==> src/hdl/glay_setup_pkg.sv <==
// ---------------------------------------------------------
// Kernel setup package
// Widths, FIFO sizing and the setup FSM state type shared
// by every block of the kernel setup path
// ---------------------------------------------------------

package glay_setup_pkg;

    // ---------------------------------------------------------
    // Datapath widths
    // ---------------------------------------------------------
    // Byte address into graph memory
    localparam int addr_w = 64;

    // One cache response word
    localparam int data_w = 64;

    // Number of lines per descriptor
    localparam int count_w = 16;

    // ---------------------------------------------------------
    // Memory layout and buffering
    // ---------------------------------------------------------
    // Byte step between consecutive cache lines
    localparam int line_bytes = 64;

    // Entries in request and response FIFOs
    localparam int fifo_depth = 32;

    // Reset-busy window after reset release, in cycles
    localparam int fifo_init_cycles = 8;

    // ---------------------------------------------------------
    // Payload types
    // ---------------------------------------------------------
    typedef logic [addr_w-1:0]  addr_t;
    typedef logic [data_w-1:0]  data_t;
    typedef logic [count_w-1:0] count_t;

    // ---------------------------------------------------------
    // Setup FSM states
    // ---------------------------------------------------------
    typedef enum logic [2:0] {
        setup_kernel_reset,
        setup_kernel_idle,
        setup_kernel_req_start,
        setup_kernel_req_busy,
        setup_kernel_req_done
    } kernel_setup_state;

endpackage : glay_setup_pkg

==> src/hdl/glay_setup_fifo.sv <==
// ---------------------------------------------------------
// Synchronous FIFO with a type-parameterized payload
// Reset-busy window after reset, registered read port with
// a valid flag, full, almost-full and empty status
// ---------------------------------------------------------
`timescale 1ns/1ns

module glay_setup_fifo #(
    parameter type payload_t = logic [63:0],
    parameter int  depth     = glay_setup_pkg::fifo_depth
) (
    input  logic     ap_clk,
    input  logic     setup_areset,
    input  logic     wr_en,
    input  payload_t din,
    input  logic     rd_en,
    output payload_t dout,
    output logic     valid,
    output logic     full,
    output logic     almost_full,
    output logic     empty,
    output logic     rst_busy
);

    // Widths derived from depth
    localparam int ptr_w  = (depth > 1) ? $clog2(depth) : 1;
    localparam int cnt_w  = $clog2(depth + 1);
    localparam int init_w = $clog2(glay_setup_pkg::fifo_init_cycles + 1);

    // ---------------------------------------------------------
    // Storage and pointers
    // ---------------------------------------------------------
    payload_t mem [depth];

    logic [ptr_w-1:0]  wr_ptr;
    logic [ptr_w-1:0]  rd_ptr;
    logic [cnt_w-1:0]  count;
    logic [init_w-1:0] init_cnt;

    logic wr_ok;
    logic rd_ok;

    // Busy window and full/empty block both ports
    assign wr_ok = wr_en && !full && !rst_busy;
    assign rd_ok = rd_en && !empty && !rst_busy;

    // Status flags straight from occupancy
    assign full        = (count == cnt_w'(depth));
    assign empty       = (count == '0);
    // Two slots left over for writes still in flight
    assign almost_full = (count >= cnt_w'(depth - 2));

    // ---------------------------------------------------------
    // Reset-busy window
    // ---------------------------------------------------------
    always_ff @(posedge ap_clk) begin
        if (setup_areset) begin
            rst_busy <= 1'b1;
            init_cnt <= '0;
        end else if (rst_busy) begin
            init_cnt <= init_cnt + 1'b1;
            // Leave busy after the last init cycle
            if (init_cnt == init_w'(glay_setup_pkg::fifo_init_cycles - 1)) begin
                rst_busy <= 1'b0;
            end
        end
    end

    // ---------------------------------------------------------
    // Pointer and occupancy control
    // ---------------------------------------------------------
    always_ff @(posedge ap_clk) begin
        if (setup_areset) begin
            wr_ptr <= '0;
            rd_ptr <= '0;
            count  <= '0;
            valid  <= 1'b0;
        end else begin
            valid <= rd_ok;
            if (wr_ok) begin
                wr_ptr <= (wr_ptr == ptr_w'(depth - 1)) ? '0 : wr_ptr + 1'b1;
            end
            if (rd_ok) begin
                rd_ptr <= (rd_ptr == ptr_w'(depth - 1)) ? '0 : rd_ptr + 1'b1;
            end
            // Simultaneous push and pop keeps the count
            case ({wr_ok, rd_ok})
                2'b10:   count <= count + 1'b1;
                2'b01:   count <= count - 1'b1;
                default: count <= count;
            endcase
        end
    end

    // Payload path
    always_ff @(posedge ap_clk) begin
        if (wr_ok) begin
            mem[wr_ptr] <= din;
        end
        if (rd_ok) begin
            dout <= mem[rd_ptr];
        end
    end

endmodule : glay_setup_fifo

==> src/hdl/glay_setup_req_gen.sv <==
// ---------------------------------------------------------
// Setup request generator
// FSM that walks one descriptor and pushes a cache line
// address per cycle into the request FIFO
// ---------------------------------------------------------
`timescale 1ns/1ns

module glay_setup_req_gen (
    input  logic                   ap_clk,
    input  logic                   setup_areset,
    input  logic                   start,
    input  glay_setup_pkg::addr_t  base,
    input  glay_setup_pkg::count_t lines,
    input  logic                   fifo_almost_full,
    output logic                   fifo_wr_en,
    output glay_setup_pkg::addr_t  fifo_din,
    output logic                   busy,
    output glay_setup_pkg::count_t run_lines
);

    // ---------------------------------------------------------
    // FSM and run state
    // ---------------------------------------------------------
    glay_setup_pkg::kernel_setup_state current_state;
    glay_setup_pkg::kernel_setup_state next_state;

    // Descriptor latched on start
    glay_setup_pkg::addr_t  base_q;
    glay_setup_pkg::count_t lines_q;

    // Index of the next line to request
    glay_setup_pkg::count_t line_idx;

    logic setup_complete;
    logic issue;

    // All lines of the run written
    assign setup_complete = (line_idx == lines_q);

    // One write per cycle unless the FIFO is nearly full
    assign issue = (current_state == glay_setup_pkg::setup_kernel_req_busy) &&
                   !setup_complete && !fifo_almost_full;

    assign busy      = (current_state != glay_setup_pkg::setup_kernel_idle);
    assign run_lines = lines_q;

    always_ff @(posedge ap_clk) begin
        if (setup_areset) begin
            current_state <= glay_setup_pkg::setup_kernel_reset;
        end else begin
            current_state <= next_state;
        end
    end

    // Next state
    always_comb begin
        next_state = current_state;
        case (current_state)
            glay_setup_pkg::setup_kernel_reset: begin
                next_state = glay_setup_pkg::setup_kernel_idle;
            end
            glay_setup_pkg::setup_kernel_idle: begin
                if (start) begin
                    next_state = glay_setup_pkg::setup_kernel_req_start;
                end
            end
            glay_setup_pkg::setup_kernel_req_start: begin
                next_state = glay_setup_pkg::setup_kernel_req_busy;
            end
            glay_setup_pkg::setup_kernel_req_busy: begin
                // Zero-line runs fall straight through
                if (setup_complete) begin
                    next_state = glay_setup_pkg::setup_kernel_req_done;
                end
            end
            glay_setup_pkg::setup_kernel_req_done: begin
                next_state = glay_setup_pkg::setup_kernel_idle;
            end
            default: begin
                next_state = glay_setup_pkg::setup_kernel_reset;
            end
        endcase
    end

    // ---------------------------------------------------------
    // Line counter and FIFO write strobe
    // ---------------------------------------------------------
    always_ff @(posedge ap_clk) begin
        if (setup_areset) begin
            line_idx   <= '0;
            fifo_wr_en <= 1'b0;
        end else begin
            fifo_wr_en <= issue;
            if (current_state == glay_setup_pkg::setup_kernel_req_start) begin
                line_idx <= '0;
            end else if (issue) begin
                line_idx <= line_idx + 1'b1;
            end
        end
    end

    // Descriptor capture and line address
    always_ff @(posedge ap_clk) begin
        if (start && current_state == glay_setup_pkg::setup_kernel_idle) begin
            base_q  <= base;
            lines_q <= lines;
        end
        if (issue) begin
            fifo_din <= base_q + glay_setup_pkg::addr_t'(line_idx) *
                        glay_setup_pkg::addr_t'(glay_setup_pkg::line_bytes);
        end
    end

endmodule : glay_setup_req_gen

==> src/hdl/glay_setup_resp_tracker.sv <==
// ---------------------------------------------------------
// Setup response tracker
// Drains the response FIFO to the PEs, counts delivered
// lines and pulses done at the end of each run
// ---------------------------------------------------------
`timescale 1ns/1ns

module glay_setup_resp_tracker (
    input  logic                   ap_clk,
    input  logic                   setup_areset,
    input  logic                   run_start,
    input  glay_setup_pkg::count_t run_lines,
    input  logic                   fifo_empty,
    input  logic                   fifo_valid,
    input  glay_setup_pkg::data_t  fifo_dout,
    output logic                   fifo_rd_en,
    output logic                   data_valid,
    output glay_setup_pkg::data_t  data,
    output logic                   done
);

    // Lines delivered in the current run
    glay_setup_pkg::count_t line_cnt;

    // Run open, waiting for its last line
    logic run_active;
    logic run_complete;

    // No back-pressure, pop whenever something is there
    assign fifo_rd_en = !fifo_empty;

    // run_lines is valid from the cycle after run_start
    assign run_complete = run_active && (line_cnt == run_lines);

    // ---------------------------------------------------------
    // Line count and done pulse
    // ---------------------------------------------------------
    always_ff @(posedge ap_clk) begin
        if (setup_areset) begin
            run_active <= 1'b0;
            line_cnt   <= '0;
            done       <= 1'b0;
            data_valid <= 1'b0;
        end else begin
            data_valid <= fifo_valid;
            done       <= run_complete;
            if (run_start) begin
                run_active <= 1'b1;
            end else if (run_complete) begin
                run_active <= 1'b0;
            end
            // Clear on completion, count every popped word otherwise
            if (run_complete) begin
                line_cnt <= '0;
            end else if (fifo_valid) begin
                line_cnt <= line_cnt + 1'b1;
            end
        end
    end

    // Setup data toward the PEs
    always_ff @(posedge ap_clk) begin
        if (fifo_valid) begin
            data <= fifo_dout;
        end
    end

endmodule : glay_setup_resp_tracker

==> src/hdl/glay_kernel_setup.sv <==
// ---------------------------------------------------------
// Kernel setup top level
// Registers the descriptor and cache ports, buffers cache
// requests and responses, and gates runs on FIFO readiness
// ---------------------------------------------------------
`timescale 1ns/1ns

module glay_kernel_setup (
    input  logic                   ap_clk,
    input  logic                   setup_areset,
    // Graph descriptor
    input  logic                   descriptor_valid,
    input  glay_setup_pkg::addr_t  descriptor_base,
    input  glay_setup_pkg::count_t descriptor_lines,
    // Cache request port
    input  logic                   cache_req_stall,
    output logic                   cache_req_valid,
    output glay_setup_pkg::addr_t  cache_req_addr,
    // Cache response port
    input  logic                   cache_resp_valid,
    input  glay_setup_pkg::data_t  cache_resp_data,
    // Toward the processing elements
    output logic                   setup_data_valid,
    output glay_setup_pkg::data_t  setup_data,
    output logic                   setup_done,
    output logic                   fifo_setup_signal
);

    // ---------------------------------------------------------
    // Registered inputs
    // ---------------------------------------------------------
    logic                   descriptor_valid_q;
    glay_setup_pkg::addr_t  descriptor_base_q;
    glay_setup_pkg::count_t descriptor_lines_q;
    logic                   cache_req_stall_q;
    logic                   cache_resp_valid_q;
    glay_setup_pkg::data_t  cache_resp_data_q;

    // Generator and tracker handshake
    logic                   run_start;
    logic                   run_open;
    logic                   gen_busy;
    glay_setup_pkg::count_t run_lines;

    // Request FIFO
    logic                   req_wr_en;
    glay_setup_pkg::addr_t  req_din;
    logic                   req_rd_en;
    glay_setup_pkg::addr_t  req_dout;
    logic                   req_valid;
    logic                   req_almost_full;
    logic                   req_empty;
    logic                   req_rst_busy;

    // Response FIFO
    logic                   resp_rd_en;
    glay_setup_pkg::data_t  resp_dout;
    logic                   resp_valid;
    logic                   resp_empty;
    logic                   resp_rst_busy;

    always_ff @(posedge ap_clk) begin
        if (setup_areset) begin
            descriptor_valid_q <= 1'b0;
            cache_req_stall_q  <= 1'b0;
            cache_resp_valid_q <= 1'b0;
        end else begin
            descriptor_valid_q <= descriptor_valid;
            cache_req_stall_q  <= cache_req_stall;
            cache_resp_valid_q <= cache_resp_valid;
        end
    end

    // Descriptor and response payload registers
    always_ff @(posedge ap_clk) begin
        descriptor_base_q  <= descriptor_base;
        descriptor_lines_q <= descriptor_lines;
        cache_resp_data_q  <= cache_resp_data;
    end

    // ---------------------------------------------------------
    // Run gating
    // ---------------------------------------------------------
    // Descriptors outside an idle, ready window are dropped
    assign run_start = descriptor_valid_q && !gen_busy && !run_open && !fifo_setup_signal;

    // One run in flight, closed by the tracker's done
    always_ff @(posedge ap_clk) begin
        if (setup_areset) begin
            run_open <= 1'b0;
        end else if (run_start) begin
            run_open <= 1'b1;
        end else if (setup_done) begin
            run_open <= 1'b0;
        end
    end

    // ---------------------------------------------------------
    // Registered outputs and FIFO readiness
    // ---------------------------------------------------------
    // Drain requests unless the cache is stalling
    assign req_rd_en = !req_empty && !cache_req_stall_q;

    always_ff @(posedge ap_clk) begin
        if (setup_areset) begin
            fifo_setup_signal <= 1'b1;
            cache_req_valid   <= 1'b0;
        end else begin
            fifo_setup_signal <= req_rst_busy | resp_rst_busy;
            cache_req_valid   <= req_valid;
        end
    end

    always_ff @(posedge ap_clk) begin
        cache_req_addr <= req_dout;
    end

    // ---------------------------------------------------------
    // Request path
    // ---------------------------------------------------------
    glay_setup_req_gen req_gen_inst (
        .ap_clk           (ap_clk),
        .setup_areset     (setup_areset),
        .start            (run_start),
        .base             (descriptor_base_q),
        .lines            (descriptor_lines_q),
        .fifo_almost_full (req_almost_full),
        .fifo_wr_en       (req_wr_en),
        .fifo_din         (req_din),
        .busy             (gen_busy),
        .run_lines        (run_lines)
    );

    glay_setup_fifo #(
        .payload_t (glay_setup_pkg::addr_t),
        .depth     (glay_setup_pkg::fifo_depth)
    ) req_fifo_inst (
        .ap_clk       (ap_clk),
        .setup_areset (setup_areset),
        .wr_en        (req_wr_en),
        .din          (req_din),
        .rd_en        (req_rd_en),
        .dout         (req_dout),
        .valid        (req_valid),
        .full         (),
        .almost_full  (req_almost_full),
        .empty        (req_empty),
        .rst_busy     (req_rst_busy)
    );

    // ---------------------------------------------------------
    // Response path
    // ---------------------------------------------------------
    glay_setup_fifo #(
        .payload_t (glay_setup_pkg::data_t),
        .depth     (glay_setup_pkg::fifo_depth)
    ) resp_fifo_inst (
        .ap_clk       (ap_clk),
        .setup_areset (setup_areset),
        .wr_en        (cache_resp_valid_q),
        .din          (cache_resp_data_q),
        .rd_en        (resp_rd_en),
        .dout         (resp_dout),
        .valid        (resp_valid),
        .full         (),
        .almost_full  (),
        .empty        (resp_empty),
        .rst_busy     (resp_rst_busy)
    );

    glay_setup_resp_tracker resp_tracker_inst (
        .ap_clk       (ap_clk),
        .setup_areset (setup_areset),
        .run_start    (run_start),
        .run_lines    (run_lines),
        .fifo_empty   (resp_empty),
        .fifo_valid   (resp_valid),
        .fifo_dout    (resp_dout),
        .fifo_rd_en   (resp_rd_en),
        .data_valid   (setup_data_valid),
        .data         (setup_data),
        .done         (setup_done)
    );

endmodule : glay_kernel_setup

==> config.mk <==
export PLATFORM = sky130hd
export DESIGN_NAME = glay_kernel_setup
export DESIGN_NICKNAME = d
export VERILOG_FILES = /design/src/hdl/glay_setup_pkg.sv /design/src/hdl/glay_setup_fifo.sv /design/src/hdl/glay_setup_req_gen.sv /design/src/hdl/glay_setup_resp_tracker.sv /design/src/hdl/glay_kernel_setup.sv
export SDC_FILE = /design/constraint.sdc
export NUM_CORES = 2
export LEC_CHECK = 0
export BUFFER_PORTS_ARGS = -buffer_cell sky130_fd_sc_hd__buf_2
export CAP_MARGIN = 20
export CORE_MARGIN = 8
export CORE_UTILIZATION = 40
export DETAILED_ROUTE_END_ITERATION = 10
export MAX_ROUTING_LAYER = met4
export SLEW_MARGIN = 20
export SYNTH_ARGS = -nofsm -noshare
export SYNTH_HDL_FRONTEND = slang
export SYNTH_SLANG_ARGS = --single-unit
==> constraint.sdc <==
create_clock -name ap_clk -period 4.7 [get_ports ap_clk]
set_clock_uncertainty 0.05 [all_clocks]
set_input_delay 0.94 -clock ap_clk [delete_from_list [all_inputs] [get_ports ap_clk]]
set_output_delay 0.94 -clock ap_clk [all_outputs]
set_load 0.01 [all_outputs]
### Word-level counts from Yosys, hierarchy flattened

Memory sizes are Yosys's and may differ from the RTL's. A register that Yosys moved wholly into a read port is not among the register bits.
Index checks and enable logic that the tools add are counted.

* reduce and logical (&&, ||, !) cells: 38
* multiplexer cells: 21
* $lt $le $gt $ge: 1
* multipliers: 0
* equality and inequality tests: 21
* bitwise gates (word level): 1
* add/subtract/negate cells: 13
* div/mod/pow operators: 0
* shifts and indexed selects: 0

Operators with widths (number)
* 64-bit by 22-bit adder with 64-bit output: 1
* 16-bit by 1-bit adder with 16-bit output (second input constant): 2
* 16-bit == test: 2
* 6-bit one-hot mux with 2 select lines: 2
* 5-bit by 1-bit adder with 5-bit output (second input constant): 4
* 5-bit == test (second input constant): 4
* 5-bit two-way mux: 4
* 1-bit logical AND: 15
* 6-bit by 1-bit adder with 6-bit output (second input constant): 2
* 6-bit == test (second input constant): 2
* 1-bit zero test: 12
* 6-bit zero test: 2
* 1-bit two-way mux: 12
* 3-bit one-hot mux with 4 select lines: 1
* 6-bit by 1-bit subtractor with 6-bit output (second input constant): 2
* 4-bit by 1-bit adder with 4-bit output (second input constant): 2
* 4-bit by 3-bit == test with 1-bit output (second input constant): 2
* 2-bit nonzero test: 4
* 3-bit by 2-bit == test with 1-bit output (second input constant): 2
* 6-bit by 5-bit >= comparator with 1-bit output (second input constant): 1
* 3-bit two-way mux: 2
* 2-bit OR reduction: 3
* 2-bit by 1-bit == test with 1-bit output (second input constant): 2
* 2-bit == test (second input constant): 2
* other kinds (7): 8

* register bits: 505
* input port bits: 149
* memory bits (writable): 4096
* logic and storage cells: 130
* latch bits: 0
* memories kept: 2
* bits in read-only memories: 0
* output and inout port bits: 132

Memories
* req_fifo_inst.mem: depth 32, bits a word 64, read ports 1, clocked after memory_dff 1, write ports 1, RTL line glay_setup_fifo.sv:33 `payload_t mem [depth];`
* resp_fifo_inst.mem: depth 32, bits a word 64, read ports 1, clocked after memory_dff 1, write ports 1, RTL line glay_setup_fifo.sv:33

### Depth between registers and ports, before layout

* depth after elaboration: 7
* depth in mapped cells: 14
* mapped depth without buffers: 13

### Modules after synthesis

A second synthesis with hierarchy kept.

* cell total of the unflattened synthesis: 8260
* area, all modules: 175849.9 µm²

Modules (own cells, without submodules)
* glay_setup_fifo at req_fifo_inst: times used 1, area an instance 80936.4 µm², seq. area each 63861.2 µm², cells each 3708
* glay_setup_fifo at resp_fifo_inst: times used 1, area an instance 80607.3 µm², seq. area each 63861.2 µm², cells each 3657
* glay_setup_req_gen: times used 1, area an instance 7025.5 µm², seq. area each 4724.5 µm², cells each 499
* glay_kernel_setup: times used 1, area an instance 4361.7 µm², seq. area each 4284.1 µm², cells each 223
* glay_setup_resp_tracker: times used 1, area an instance 2919.0 µm², seq. area each 2302.2 µm², cells each 173

### Least setup slack after synthesis

No wires, ideal clock.

* path kind: register to register
* start: reg req_fifo_inst.count[4]
* end: reg req_gen_inst.line_idx[3]
* data arrival time: 4.576 ns
* period minus slack after synthesis: 4.757 ns
* library setup time: 0.131 ns
* path buffers: 1
* cell stages (with the launch flop): 8
* data required time: 4.519 ns
* path slack: -0.057 ns
* path through: dfxtp_1 and4_1 or4b_1 buf_2 nor2_1 nand4_1 xor2_1 nor2_1

* word-level cells in the longest chain between the ends: 3

RTL lines
* start, declared: RTL line glay_setup_fifo.sv:37 `logic [cnt_w-1:0] count;`
* start signal, assigned: RTL line glay_setup_fifo.sv:88 `2'b10: count <= count + 1'b1;`
* start signal, assigned: RTL line glay_setup_fifo.sv:89 `2'b01: count <= count - 1'b1;`
* start signal, assigned: RTL line glay_setup_fifo.sv:90 `default: count <= count;`
* 6-bit by 5-bit >= comparator with 1-bit output: RTL line glay_setup_fifo.sv:51 `assign almost_full = (count >= cnt_w'(depth - 2));`
* 1-bit zero test: RTL line glay_setup_req_gen.sv:42 `!setup_complete && !fifo_almost_full;`
* 1-bit logical AND: RTL line glay_setup_req_gen.sv:42
* via req_gen_inst.issue: RTL line glay_setup_req_gen.sv:35 `logic issue;`
* end signal, assigned: RTL line glay_setup_req_gen.sv:97 `line_idx <= line_idx + 1'b1;`
* end, declared: RTL line glay_setup_req_gen.sv:32 `glay_setup_pkg::count_t line_idx;`

The timed path passes the listed nets, and every way through them passes these cells.
A chain may end at the register's enable or synchronous reset.

### Final worst setup path

* start: reg resp_fifo_inst.count[1]
* end: reg resp_fifo_inst.count[5]

* elaborated cells between the ends (all ways): 13

RTL lines
* start, declared: RTL line glay_setup_fifo.sv:37
* start signal, assigned: RTL line glay_setup_fifo.sv:88
* start signal, assigned: RTL line glay_setup_fifo.sv:89
* start signal, assigned: RTL line glay_setup_fifo.sv:90
* 6-bit zero test (*): RTL line glay_setup_fifo.sv:49 `assign empty = (count == '0);`
* 1-bit zero test (*): RTL line glay_setup_fifo.sv:45, glay_setup_resp_tracker.sv:30
* 1-bit logical AND (*): RTL line glay_setup_fifo.sv:45 `assign rd_ok = rd_en && !empty && !rst_busy;`
* via resp_fifo_inst.rd_ok: RTL line glay_setup_fifo.sv:41 `logic rd_ok;`
* 2-bit by 1-bit == test with 1-bit output or 2-bit == test (tied branches): RTL line glay_setup_fifo.sv:87 `case ({wr_ok, rd_ok})`
* 6-bit one-hot mux with 2 select lines or 2-bit nonzero test (tied branches)

The timed path passes the listed nets; every way through them passes the cells marked *.

==> impl_metrics.csv <==
group,metric,value,unit
synth,synthArstFlopShare,0,
global_route,antenna_found_initial,25,
floorplanning,die_x,678,um
synth,syn_avg_cell_area,24.3,sq um
synth,synth-warning-count,0,
sta,clock.fmax,0.262,GHz
clock_network,cts_root_buf,"clkbuf_16",
synth,ys_seq_area_frac,0.793,
placed_design,port_buffers,280,
power_and_ir_drop,p_clk_frac,0.448,
floorplanning,die_area,460000,sq um
global_route,track_usage,0.188,
worst_setup_path,startpoint_type,"flip-flop",
clock_network,cts_buffer_depth,4,
outcome,status,"complete, no violations",
final_layout,final_cells,14100,
synth,synth_cell_types,57,
clock_network,post_cts_buffers,0,
global_route,grt_max_degree,108,
sta,worstMarginPinSlew,1.15,ns
power_and_ir_drop,power.switching,16300,uW
worst_setup_path,crit_arrival,4.64,ns
sta,timing.hold.ws,0.0767,ns
sta,maxSlewViolCount,0,
sta,slew_headroom,0.230,
clock_network,ctsResizeCount,0,
detailed_routing,wl_per_cell,30.5,um
placed_design,place_congestion,0.790,
synth,syn_inst,7203,
detailed_routing,wl,431,mm
clock_network,htreeDepth,5,
floorplanning,core,437000,sq um
power_and_ir_drop,combPwrFrac,0.003,
detailed_routing,ant_nets,0,
power_and_ir_drop,power_frac_seq,0.549,
detailed_routing,drtIter0Drc,9044,
synth,synth_nets,7399,
synth,synth-edff-count,4432,
worst_setup_path,worstPathMaxFanout,33,
floorplanning,initial_core_util,0.401,
power_and_ir_drop,cellInternalPower,67400,uW
sta,finalSetupTns,0,ns
clock_network,cts_sinks,4729,
final_layout,fillers,35400,
floorplanning,io-pin-count,281,
clock_network,numCtsBuffers,466,
sta,fin_crit,3.81,ns
power_and_ir_drop,leakagePower,0.0615,uW
worst_setup_path,crit_type,"flip-flop to flip-flop",
final_layout,drive_gt1_frac,0.326,
global_route,grt_pass1_vias,82100,
final_layout,nets,8146,
power_and_ir_drop,ir_drop,0.000326,V
min_path,hold_class,"input pin to flip-flop",
global_route,grt_overflow_total,0,
placed_design,post-place-cells,13100,
detailed_routing,drc_errors,0,
sta,finalCritPeriodShare,0.811,
worst_setup_path,end_kind,"flip-flop",
sta,rsz0062_at_grt,"false",
global_route,grt_pass1_wl,612,mm
synth,ys_seq_elements,4729,
detailed_routing,first_pass_iters,8,
placed_design,dp_hpwl,227,mm
power_and_ir_drop,powerDensity,413,nW/um^2
power_and_ir_drop,swShare,0.195,
final_layout,layout_commonest_cell,"edfxtp_1",
job,maxCapViolCount,0,
sta,setup_viol,0,
floorplanning,die_h,678,um
detailed_routing,via_per_inst,5.64,
clock_network,cts_tree,"done",
worst_setup_path,worstPathRequired,5.52,ns
floorplanning,num_rows,243,
synth,ys.flop_type,"edfxtp_1",
clock_network,clkLatencyLatePin,1.00,ns
sta,hold_violations,0,
synth,syn-cell-area,175000,sq um
final_layout,area_delta_synth_final,15.8,%
detailed_routing,vias,79800,
clock_network,clkTransAtPathRegs,0.06,ns
final_layout,mostFrequentLayoutCells,"edfxtp_1 (4432), mux4_2 (1280), clkbuf_16 (470)",
## registers in the layout, indices dropped and copies added, names as in the netlist, 6 cells and up
name,count
req_fifo_inst.count,6
req_gen_inst.fifo_din,64
cache_req_addr,64
resp_fifo_inst.dout,64
resp_fifo_inst.count,6
req_fifo_inst.mem,2048
descriptor_base_q,64
resp_fifo_inst.mem,2048
req_gen_inst.run_lines,16
req_gen_inst.line_idx,16
resp_tracker_inst.data,64
req_fifo_inst.dout,64
cache_resp_data_q,64
descriptor_lines_q,16
resp_tracker_inst.line_cnt,16
req_gen_inst.base_q,64
## metal layers
metal	share of wire	GRT usage	vias to the layer above
met4	0.024	0.0423	0
li1	-	-	32300
met5	0	-	-
met1	0.41	0.252	43900
met2	0.50	0.309	3025
met3	0.064	0.0269	592
## power by group through the flow
stage                     sequential [uW]  combinational [uW]  clock [uW]
after floorplan                     46800                24.2           0
after global placement              46900                 147           0
after detailed placement            46900                 151           0
after CTS                           46000                 223       38200
after global routing                46000                 238       39700
final                               46000                 224       37500
## cells by family after synthesis
logic type,synth area share
flip-flops,0.793
adder cells (fa/ha/maj),0.00348
AO/OA/AOI/OAI,0.00428
XOR/XNOR,0.00645
multiplexers,0.173
AND/OR/NAND/NOR,0.0113
buffers and inverters,0.00812
## worst max-delay path, stage by stage, from the launching register on
cell and delay (ns):
dfxtp_1 0.35, or4_1 0.57, nor3_1 0.21, or2_2 0.27, inv_4 0.23, ha_1 0.42, ha_1 0.31, a21o_1 0.19
a21oi_1 0.24, o21bai_1 0.11, a21oi_1 0.22, xor2_1 0.11, or3_1 0.31, a21oi_1 0.14
## final timing paths
kind	cells past startpoint	from	slack (ns)	to
setup / recovery	13	resp_fifo_inst.count[1]$_SDFFE_PP0P_	0.89	resp_fifo_inst.count[5]$_SDFFE_PP0P_
hold / removal	1	cache_resp_data[21]	0.08	cache_resp_data_q[21]$_DFF_P_
setup reg to reg	13	resp_fifo_inst.count[1]$_SDFFE_PP0P_	0.89	resp_fifo_inst.count[5]$_SDFFE_PP0P_
hold reg to reg	0	req_fifo_inst.dout[48]$_DFFE_PP_	0.25	cache_req_addr[48]$_DFF_P_
## area by class of cell
| class | count | area (sq um) | share of cell area |
|---|---|---|---|
| Inverter | 24 | 97.6 | 0.000481 |
| Antenna cell | 16 | 40.0 | 0.000197 |
| Multi-Input combinational cell | 2116 | 35300 | 0.174 |
| Clock buffer | 649 | 13000 | 0.0641 |
| Tap cell | 5757 | 7200 | 0.0355 |
| Clock inverter | 234 | 2630 | 0.0130 |
| Timing Repair Buffer | 613 | 5530 | 0.0273 |
| Sequential cell | 4729 | 139000 | 0.685 |
## synth_stat cells (2+ instances only)
cell,number,area [sq um]
a211oi_1,3,22.5
nor3_1,10,50.1
mux2_2,128,1440
or4b_2,2,20.0
or4_1,3,22.5
or3_1,9,56.3
clkbuf_1,223,837
nor4_1,3,18.8
inv_1,24,90.1
o21a_1,3,22.5
nand3_1,37,185
nor2b_1,7,43.8
nor2_1,161,604
a21o_1,12,90.1
and4_1,7,61.3
a21oi_1,56,280
nand3b_1,8,60.1
a21boi_0,2,15.0
xor2_1,41,359
or2_2,2,12.5
nor4b_1,4,35.0
nand4_1,34,213
or3b_2,3,26.3
nand2b_1,8,50.1
o2111ai_1,2,17.5
buf_2,57,285
o21bai_1,5,37.5
buf_4,2,15.0
dfxtp_1,297,5950
nor3b_1,5,37.5
fa_1,3,60.1
ha_1,44,551
and3_1,23,144
a211o_1,3,26.3
mux2i_1,8,80.1
edfxtp_1,4432,133000
buf_1,52,195
and2_1,6,37.5
a31oi_1,7,43.8
o21ai_0,21,105
xnor2_1,88,771
mux4_2,1280,28800
nand2_1,64,240
## metrics by stage
stage | utilization | setup WS, ns | instance area (sq um) | total power [uW]
global placement | 0.426 | 0.719 | 186000 | 47000
finish | 0.464 | 0.886 | 203000 | 83700
CTS | 0.464 | 0.883 | 203000 | 84400
detailed placement | 0.426 | 0.891 | 186000 | 47000
global route | 0.464 | 0.619 | 203000 | 86000
floorplan | - | 0.122 | 175000 | 46800
## what timing repair did
| item | 4_1_cts | 5_1_grt |
|---|---|---|
| setup endpoints to repair | 0 | 0 |
| hold buffers | 108 | 0 |
| endpoints found under the hold margin | 108 | 0 |
Note: power is estimated with default switching activity, not from simulation.
